`config.mk`:
```
export PLATFORM = sky130hd
export DESIGN_NAME = rename_unit
export DESIGN_NICKNAME = d
export VERILOG_FILES = /design/src/rtl/reg_pkg.sv /design/src/rtl/uop_pkg.sv /design/src/rtl/free_list.sv /design/src/rtl/map_table.sv /design/src/rtl/rename_stage.sv /design/src/rtl/rename_unit.sv
export SDC_FILE = /design/constraint.sdc
export NUM_CORES = 2
export LEC_CHECK = 0
export BUFFER_PORTS_ARGS = -buffer_cell sky130_fd_sc_hd__buf_2
export CAP_MARGIN = 20
export CORE_MARGIN = 4
export CORE_UTILIZATION = 30
export DETAILED_ROUTE_END_ITERATION = 10
export HOLD_SLACK_MARGIN = 0.08
export PLACE_DENSITY = 0.42
export SETUP_SLACK_MARGIN = 0.1
export SYNTH_ARGS = -nofsm -noshare
export SYNTH_HDL_FRONTEND = slang
export SYNTH_SLANG_ARGS = --single-unit
```
`constraint.sdc`:
```
create_clock -name clk -period 10.35 [get_ports clk]
set_input_delay 1.035 -clock clk [delete_from_list [all_inputs] [get_ports clk]]
set_output_delay 1.035 -clock clk [all_outputs]
set_load 0.1 [all_outputs]
```
`src/rtl/reg_pkg.sv`:
```
package reg_pkg;

  // Architectural register file seen by software
  localparam int NUM_ARCH_REGS = 32;

  // Physical register file behind the rename map
  localparam int NUM_PHYS_REGS = 64;

  localparam int ARCH_REG_W = $clog2(NUM_ARCH_REGS); // 5 bits
  localparam int PHYS_REG_W = $clog2(NUM_PHYS_REGS); // 6 bits

  // Architectural register number as it appears in the instruction
  typedef logic [ARCH_REG_W-1:0] arch_reg_t;

  // Physical register number, also the free queue entry type
  typedef logic [PHYS_REG_W-1:0] phys_reg_t;

endpackage

```
`src/rtl/uop_pkg.sv`:
```
package uop_pkg;

  // Instructions per rename group, also commit frees per cycle
  localparam int RENAME_WIDTH = 2;

  localparam int SLOT_COUNT_W = $clog2(RENAME_WIDTH + 1);          // Holds 0..RENAME_WIDTH
  localparam int FREE_COUNT_W = $clog2(reg_pkg::NUM_PHYS_REGS + 1); // Holds 0..NUM_PHYS_REGS

  // Number of slots in a group, used for pops and pushes
  typedef logic [SLOT_COUNT_W-1:0] slot_count_t;

  // Number of free physical registers in the queue
  typedef logic [FREE_COUNT_W-1:0] free_count_t;

endpackage

```
`src/rtl/free_list.sv`:
```
module free_list (
  input  logic                                           clk,
  input  logic                                           rst,
  input  uop_pkg::slot_count_t                           pop_count,  // Entries taken at head
  input  logic [uop_pkg::RENAME_WIDTH-1:0]               free_valid, // Commit frees per slot
  input  reg_pkg::phys_reg_t [uop_pkg::RENAME_WIDTH-1:0] free_phys,
  output reg_pkg::phys_reg_t [uop_pkg::RENAME_WIDTH-1:0] head_phys,  // Oldest free entries
  output uop_pkg::free_count_t                           free_count
);

  // Circular queue, one slot per physical register so it can never overflow
  reg_pkg::phys_reg_t queue [reg_pkg::NUM_PHYS_REGS];

  reg_pkg::phys_reg_t   head;  // Oldest free entry
  reg_pkg::phys_reg_t   tail;  // Next slot to write
  uop_pkg::free_count_t count; // Explicit count, head == tail is both full and empty

  uop_pkg::slot_count_t push_count;                       // Valid frees this cycle
  reg_pkg::phys_reg_t   push_ptr [uop_pkg::RENAME_WIDTH]; // Tail slot per freeing slot

  // Frees are packed at the tail in slot order, slot 0 first
  always_comb begin
    push_count = '0;
    for (int i = 0; i < uop_pkg::RENAME_WIDTH; i++) begin
      push_ptr[i] = tail + reg_pkg::phys_reg_t'(push_count);
      if (free_valid[i]) begin
        push_count = push_count + uop_pkg::slot_count_t'(1);
      end
    end
  end

  // Head entries in age order, pointer wraps with the 6 bit add
  always_comb begin
    for (int i = 0; i < uop_pkg::RENAME_WIDTH; i++) begin
      head_phys[i] = queue[head + reg_pkg::phys_reg_t'(i)];
    end
  end

  assign free_count = count;

  // Queue contents
  always_ff @(posedge clk) begin
    if (rst) begin
      // Entries 0..31 hold registers 32..63; the upper half is stale until written
      for (int i = 0; i < reg_pkg::NUM_PHYS_REGS; i++) begin
        queue[i] <= reg_pkg::phys_reg_t'(i + reg_pkg::NUM_ARCH_REGS);
      end
    end else begin
      for (int i = 0; i < uop_pkg::RENAME_WIDTH; i++) begin
        if (free_valid[i]) begin
          queue[push_ptr[i]] <= free_phys[i]; // Freed register joins at tail
        end
      end
    end
  end

  // Pointers and count
  always_ff @(posedge clk) begin
    if (rst) begin
      head  <= '0;
      tail  <= reg_pkg::phys_reg_t'(reg_pkg::NUM_PHYS_REGS - reg_pkg::NUM_ARCH_REGS);
      count <= uop_pkg::free_count_t'(reg_pkg::NUM_PHYS_REGS - reg_pkg::NUM_ARCH_REGS);
    end else begin
      head  <= head + reg_pkg::phys_reg_t'(pop_count);  // Pops never exceed count
      tail  <= tail + reg_pkg::phys_reg_t'(push_count);
      count <= count + uop_pkg::free_count_t'(push_count)
                     - uop_pkg::free_count_t'(pop_count);
    end
  end

endmodule

```
`src/rtl/map_table.sv`:
```
module map_table (
  input  logic                                           clk,
  input  logic                                           rst,
  input  reg_pkg::arch_reg_t [uop_pkg::RENAME_WIDTH-1:0] src1_arch,
  input  reg_pkg::arch_reg_t [uop_pkg::RENAME_WIDTH-1:0] src2_arch,
  input  reg_pkg::arch_reg_t [uop_pkg::RENAME_WIDTH-1:0] dest_arch,
  output reg_pkg::phys_reg_t [uop_pkg::RENAME_WIDTH-1:0] src1_phys,
  output reg_pkg::phys_reg_t [uop_pkg::RENAME_WIDTH-1:0] src2_phys,
  output reg_pkg::phys_reg_t [uop_pkg::RENAME_WIDTH-1:0] old_phys,  // Mapping being replaced
  input  logic [uop_pkg::RENAME_WIDTH-1:0]               wr_en,
  input  reg_pkg::arch_reg_t [uop_pkg::RENAME_WIDTH-1:0] wr_arch,
  input  reg_pkg::phys_reg_t [uop_pkg::RENAME_WIDTH-1:0] wr_phys
);

  // Speculative map, one physical register per architectural register
  reg_pkg::phys_reg_t map [reg_pkg::NUM_ARCH_REGS];

  // Six read ports; all see the map before the current group
  always_comb begin
    for (int i = 0; i < uop_pkg::RENAME_WIDTH; i++) begin
      src1_phys[i] = map[src1_arch[i]];
      src2_phys[i] = map[src2_arch[i]];
      old_phys[i]  = map[dest_arch[i]];
    end
  end

  always_ff @(posedge clk) begin
    if (rst) begin
      for (int i = 0; i < reg_pkg::NUM_ARCH_REGS; i++) begin
        map[i] <= reg_pkg::phys_reg_t'(i); // Identity map out of reset
      end
    end else begin
      // Later slot is younger, last write in the loop wins
      for (int i = 0; i < uop_pkg::RENAME_WIDTH; i++) begin
        if (wr_en[i]) begin
          map[wr_arch[i]] <= wr_phys[i];
        end
      end
    end
  end

endmodule

```
`src/rtl/rename_stage.sv`:
```
module rename_stage (
  input  logic                                           clk,
  input  logic                                           rst,
  input  logic                                           in_valid,
  output logic                                           in_ready,
  input  logic [uop_pkg::RENAME_WIDTH-1:0]               in_dest_valid,
  input  reg_pkg::arch_reg_t [uop_pkg::RENAME_WIDTH-1:0] in_src1_arch,
  input  reg_pkg::arch_reg_t [uop_pkg::RENAME_WIDTH-1:0] in_src2_arch,
  input  reg_pkg::arch_reg_t [uop_pkg::RENAME_WIDTH-1:0] in_dest_arch,
  input  reg_pkg::phys_reg_t [uop_pkg::RENAME_WIDTH-1:0] head_phys,     // From free list
  input  uop_pkg::free_count_t                           free_count,
  output uop_pkg::slot_count_t                           pop_count,
  input  reg_pkg::phys_reg_t [uop_pkg::RENAME_WIDTH-1:0] map_src1_phys, // From map table
  input  reg_pkg::phys_reg_t [uop_pkg::RENAME_WIDTH-1:0] map_src2_phys,
  input  reg_pkg::phys_reg_t [uop_pkg::RENAME_WIDTH-1:0] map_old_phys,
  output logic [uop_pkg::RENAME_WIDTH-1:0]               wr_en,         // To map table
  output reg_pkg::arch_reg_t [uop_pkg::RENAME_WIDTH-1:0] wr_arch,
  output reg_pkg::phys_reg_t [uop_pkg::RENAME_WIDTH-1:0] wr_phys,
  output logic                                           out_valid,
  output logic [uop_pkg::RENAME_WIDTH-1:0]               out_dest_valid,
  output reg_pkg::phys_reg_t [uop_pkg::RENAME_WIDTH-1:0] out_src1_phys,
  output reg_pkg::phys_reg_t [uop_pkg::RENAME_WIDTH-1:0] out_src2_phys,
  output reg_pkg::phys_reg_t [uop_pkg::RENAME_WIDTH-1:0] out_dest_phys,
  output reg_pkg::phys_reg_t [uop_pkg::RENAME_WIDTH-1:0] out_old_dest_phys
);

  uop_pkg::slot_count_t                           need_count; // Destinations in group
  uop_pkg::slot_count_t                           seen;       // Destinations in older slots
  logic                                           accept;
  reg_pkg::phys_reg_t [uop_pkg::RENAME_WIDTH-1:0] dest_phys;  // New register per slot
  reg_pkg::phys_reg_t [uop_pkg::RENAME_WIDTH-1:0] src1_fix;   // After group bypass
  reg_pkg::phys_reg_t [uop_pkg::RENAME_WIDTH-1:0] src2_fix;
  reg_pkg::phys_reg_t [uop_pkg::RENAME_WIDTH-1:0] old_fix;

  // Compacted allocation, each destination takes the next head entry
  always_comb begin
    seen = '0;
    for (int i = 0; i < uop_pkg::RENAME_WIDTH; i++) begin
      dest_phys[i] = head_phys[0];
      for (int j = 0; j < uop_pkg::RENAME_WIDTH; j++) begin
        if (seen == uop_pkg::slot_count_t'(j)) begin
          dest_phys[i] = head_phys[j];
        end
      end
      if (in_dest_valid[i]) begin
        seen = seen + uop_pkg::slot_count_t'(1);
      end
    end
    need_count = seen;
  end

  // Stall only on too few free registers
  assign in_ready  = free_count >= uop_pkg::free_count_t'(need_count);
  assign accept    = in_valid && in_ready;
  assign pop_count = accept ? need_count : '0;

  assign wr_en   = accept ? in_dest_valid : '0;
  assign wr_arch = in_dest_arch;
  assign wr_phys = dest_phys;

  // Intra-group RAW and WAW fixes
  always_comb begin
    for (int i = 0; i < uop_pkg::RENAME_WIDTH; i++) begin
      src1_fix[i] = map_src1_phys[i];
      src2_fix[i] = map_src2_phys[i];
      old_fix[i]  = map_old_phys[i];
      // Youngest older producer wins, so scan oldest first
      for (int j = 0; j < i; j++) begin
        if (in_dest_valid[j] && in_dest_arch[j] == in_src1_arch[i]) begin
          src1_fix[i] = dest_phys[j];
        end
        if (in_dest_valid[j] && in_dest_arch[j] == in_src2_arch[i]) begin
          src2_fix[i] = dest_phys[j];
        end
        if (in_dest_valid[j] && in_dest_arch[j] == in_dest_arch[i]) begin
          old_fix[i] = dest_phys[j]; // Freed at commit instead of the map entry
        end
      end
    end
  end

  always_ff @(posedge clk) begin
    if (rst) begin
      out_valid <= 1'b0;
    end else begin
      out_valid <= accept; // One cycle pulse per accepted group
    end
  end

  // Output payload, qualified by out_valid
  always_ff @(posedge clk) begin
    if (accept) begin
      out_dest_valid    <= in_dest_valid;
      out_src1_phys     <= src1_fix;
      out_src2_phys     <= src2_fix;
      out_dest_phys     <= dest_phys;
      out_old_dest_phys <= old_fix;
    end
  end

endmodule

```
`src/rtl/rename_unit.sv`:
```
module rename_unit (
  input  logic                                           clk,
  input  logic                                           rst,
  input  logic                                           in_valid,
  output logic                                           in_ready,
  input  logic [uop_pkg::RENAME_WIDTH-1:0]               in_dest_valid,
  input  reg_pkg::arch_reg_t [uop_pkg::RENAME_WIDTH-1:0] in_src1_arch,
  input  reg_pkg::arch_reg_t [uop_pkg::RENAME_WIDTH-1:0] in_src2_arch,
  input  reg_pkg::arch_reg_t [uop_pkg::RENAME_WIDTH-1:0] in_dest_arch,
  input  logic [uop_pkg::RENAME_WIDTH-1:0]               free_valid,  // Commit side
  input  reg_pkg::phys_reg_t [uop_pkg::RENAME_WIDTH-1:0] free_phys,
  output logic                                           out_valid,
  output logic [uop_pkg::RENAME_WIDTH-1:0]               out_dest_valid,
  output reg_pkg::phys_reg_t [uop_pkg::RENAME_WIDTH-1:0] out_src1_phys,
  output reg_pkg::phys_reg_t [uop_pkg::RENAME_WIDTH-1:0] out_src2_phys,
  output reg_pkg::phys_reg_t [uop_pkg::RENAME_WIDTH-1:0] out_dest_phys,
  output reg_pkg::phys_reg_t [uop_pkg::RENAME_WIDTH-1:0] out_old_dest_phys
);

  reg_pkg::phys_reg_t [uop_pkg::RENAME_WIDTH-1:0] head_phys;
  uop_pkg::free_count_t                           free_count;
  uop_pkg::slot_count_t                           pop_count;
  reg_pkg::phys_reg_t [uop_pkg::RENAME_WIDTH-1:0] map_src1_phys;
  reg_pkg::phys_reg_t [uop_pkg::RENAME_WIDTH-1:0] map_src2_phys;
  reg_pkg::phys_reg_t [uop_pkg::RENAME_WIDTH-1:0] map_old_phys;
  logic [uop_pkg::RENAME_WIDTH-1:0]               wr_en;
  reg_pkg::arch_reg_t [uop_pkg::RENAME_WIDTH-1:0] wr_arch;
  reg_pkg::phys_reg_t [uop_pkg::RENAME_WIDTH-1:0] wr_phys;

  free_list u_free_list (
    .clk        (clk),
    .rst        (rst),
    .pop_count  (pop_count),
    .free_valid (free_valid),
    .free_phys  (free_phys),
    .head_phys  (head_phys),
    .free_count (free_count)
  );

  // Map reads use the raw instruction fields
  map_table u_map_table (
    .clk       (clk),
    .rst       (rst),
    .src1_arch (in_src1_arch),
    .src2_arch (in_src2_arch),
    .dest_arch (in_dest_arch),
    .src1_phys (map_src1_phys),
    .src2_phys (map_src2_phys),
    .old_phys  (map_old_phys),
    .wr_en     (wr_en),
    .wr_arch   (wr_arch),
    .wr_phys   (wr_phys)
  );

  rename_stage u_rename_stage (
    .clk               (clk),
    .rst               (rst),
    .in_valid          (in_valid),
    .in_ready          (in_ready),
    .in_dest_valid     (in_dest_valid),
    .in_src1_arch      (in_src1_arch),
    .in_src2_arch      (in_src2_arch),
    .in_dest_arch      (in_dest_arch),
    .head_phys         (head_phys),
    .free_count        (free_count),
    .pop_count         (pop_count),
    .map_src1_phys     (map_src1_phys),
    .map_src2_phys     (map_src2_phys),
    .map_old_phys      (map_old_phys),
    .wr_en             (wr_en),
    .wr_arch           (wr_arch),
    .wr_phys           (wr_phys),
    .out_valid         (out_valid),
    .out_dest_valid    (out_dest_valid),
    .out_src1_phys     (out_src1_phys),
    .out_src2_phys     (out_src2_phys),
    .out_dest_phys     (out_dest_phys),
    .out_old_dest_phys (out_old_dest_phys)
  );

endmodule

```
==> flow_metrics.py <==
metrics = {
    "logic_synthesis": {
        "synth_simple_gate_area_share_pct": 11.35,
        "netlist_instances": 3856,
        "synth_mux_area_share_pct": 29.01,
        "synthAdderAreaFrac_pct": 0.8232,
        "synth_xor_area_share_pct": 0.6932,
        "synth_area_mm2": 0.04621,
        "yosysSeqAreaShare_pct": 41.55,
        "yosysWarnings": 0,
        "async_reset_ff_share_pct": 0,
        "syn-num-nets": 3933,
        "ys_types": 80,
        "synth-compound-area-share_pct": 12.04,
        "synth_ff_type": "edfxtp_1",
        "syn_area_per_cell_um2": 11.98,
        "synth_edf_count": 626,
        "synth-seq-cells": 646,
        "synth_top_family_by_area": "multiplexers",
    },
    "place": {
        "dpl.hpwl_um": 142700,
        "placed_cells": 5676,
        "io_buffers": 100,
        "gp_congestion": 0.9404,
    },
    "detailed_routing": {
        "via_count": 37622,
        "ant_nets": 0,
        "wl_per_cell_um": 36.10,
        "drt_iter0_drc": 4826,
        "drc_errors": 0,
        "finalWirelength_um": 210800,
        "viasPerCell": 6.442,
        "first_pass_iters": 7,
    },
    "global_route": {
        "grt_overflow": 0,
        "grt_pass1_vias": 36168,
        "grt_pass1_wl_um": 293200,
        "grt_usage_pct": 25.45,
        "grt_max_degree": 61,
        "antenna_found_initial": 8,
    },
    "setup_path": {
        "rr_startpoint": "u_free_list.head[0]$_SDFF_PP0_",
        "path_class": "flip-flop to flip-flop",
        "start_kind": "flip-flop",
        "required_ns": 10.81,
        "arrival_ns": 6.05,
        "end_kind": "flip-flop",
        "critPathMaxFanout": 53,
        "cp-startpoint": "u_free_list.head[0]$_SDFF_PP0_",
    },
    "final_layout": {
        "drive_gt1_share_pct": 26.39,
        "fillers": 15212,
        "multiInputGateArea_mm2": 0.02500,
        "seqCellArea_mm2": 0.01921,
        "final_cell_mix": "edfxtp_1 (626), mux4_2 (536), nor2_1 (368), nand2_1 (274), o21ai_0 (226)",
        "final_common_cell": "edfxtp_1",
        "nets": 3817,
        "syn_to_final_growth_pct": 10.59,
        "fin_cells": 5840,
    },
    "clock_tree": {
        "cts.clk_slew.worst_paths_ns": 0.06,
        "clockRootBuffer": "clkbuf_16",
        "cts_setup_buffers": 0,
        "htree_levels": 3,
        "numCtsBuffers": 83,
        "cts.sinks": 646,
        "insertion_delay_ns": 0.73,
        "hold_buffers": 0,
        "ctsResizeCount": 0,
        "cts_max_path_buffers": 3,
        "cts_tree": "yes",
    },
    "sta": {
        "tightest_slew_ns": 1.195,
        "final.setup.tns_ns": 0,
        "fin_crit_ns": 5.588,
        "finalHoldViolCount": 0,
        "skew_ns": 0.07137,
        "finalMaxSlewViolations": 0,
        "fmax_ghz": 0.1789,
        "grt_setup_unrepaired": "false",
        "slew_headroom_pct": 20.35,
        "period_share_pct": 53.99,
        "setup_viol": 0,
    },
    "run": {
        "drv_cap": 0,
    },
    "floorplan": {
        "dieHeight_um": 400.5,
        "die-area_mm2": 0.1604,
        "core_mm2": 0.1524,
        "num_io_pins": 101,
        "start_util_pct": 30.31,
        "std_cell_rows": 143,
        "die_x_um": 400.5,
    },
    "hold_path": {
        "min_path_type": "input pin to flip-flop",
        "hold_start": "in_dest_valid[1]",
    },
    "status": {
        "status": "finished, final reports clean",
    },
    "pwr": {
        "leakagePower_uw": 0.01461,
        "powerDensity_mw_per_mm2": 164.0,
        "ir_worst_vdd_v": 0.0001325,
    },
}
-- metrics by stage --
step	area (um^2)	total power (uW)	hold slack, ns	setup slack [ns]	utilization, %
4_1_cts	51030	8406	0.5906	4.800	33.48
3_3_place_gp	48300	5462	0.7129	4.769	31.68
5_1_grt	51090	8631	0.6012	4.603	33.52
2_1_floorplan	46210	4703	0.5835	4.435	-
3_5_place_dp	48320	5459	0.7102	4.709	31.70
6_report	51100	8381	0.6383	4.762	33.52
-- worst max-delay path, cell delays in order (launching register included) --
cell and delay [ns]:
dfxtp_4 0.77, buf_4 0.74, buf_4 0.75, mux4_2 0.63
a22o_1 0.24, a2111oi_0 0.65, o22a_2 0.23, buf_4 0.60
o21ai_1 0.35, a21o_1 0.26
-- power by group --
group | switching (uW) | total, uW | internal [uW]
Combinational | 1570 | 2290 | 717
Clock | 1300 | 2950 | 1650
Sequential | 140 | 3140 | 3000
Total | 3010 | 8380 | 5370
-- synthesized netlist by cell type (49+ instances only) --
cell / n / area share, %
a21oi_1: 118 / 1.3
mux4_2: 536 / 26
clkbuf_1: 278 / 2.3
edfxtp_1: 626 / 41
mux2i_1: 78 / 1.7
o21ai_0: 226 / 2.4
nand2_1: 274 / 2.2
nand3_1: 211 / 2.3
mux2_2: 49 / 1.2
o22ai_1: 59 / 0.80
nor3_1: 123 / 1.3
nor2_1: 370 / 3.0
buf_1: 58 / 0.47
a22oi_1: 104 / 1.7
a31oi_1: 125 / 1.7
-- path summary, 6_finish.rpt --
check	end	slack, ns	depth (start not counted)
max	u_map_table.map[31][5]$_DFFE_PP_	4.76	9
min	u_rename_stage.out_dest_valid[1]$_DFFE_PN_	0.64	1
max reg2reg	u_map_table.map[31][5]$_DFFE_PP_	4.76	9
min reg2reg	u_free_list.free_count[6]$_SDFF_PP0_	0.72	4
-- metal layers --
metal | share of wire [%] | track usage (%) | vias to the layer above
li1 | - | - | 15349
met1 | 40 | 34.24 | 19571
met2 | 46 | 40.16 | 2261
met3 | 9.2 | 4.970 | 437
met4 | 4.8 | 10.82 | 4
met5 | 0.012 | 0 | -
-- registers in the layout, summed over array words and instances, names as in the netlist --
| name | count |
|---|---|
| u_free_list.queue | 384 |
| u_map_table.map | 192 |
| u_rename_stage.out_dest_phys | 12 |
| u_rename_stage.out_old_dest_phys | 12 |
| u_rename_stage.out_src1_phys | 12 |
| u_rename_stage.out_src2_phys | 12 |
| u_free_list.free_count | 7 |
| u_free_list.head | 6 |
| u_free_list.tail | 6 |
| u_rename_stage.out_dest_valid | 2 |
| u_rename_stage.out_valid | 1 |
-- cell type report --
class,count,area share [%]
clock inverter,55,1.136
multi-input combinational,2735,48.92
sequential,646,37.60
inverter,51,0.3771
clock buffer,98,4.175
tap,2030,4.971
timing repair buffer,223,2.816
antenna,2,0.009794
-- cell families after synthesis --
family	Yosys count
and+or+nand+nor	1154
AOI/OAI and AO/OA	856
muxes	663
DFF	646
buffers and inverters	475
xor gates and xnor gates	34
adders and majority gates	28
Power figures use the tool's default switching activity.
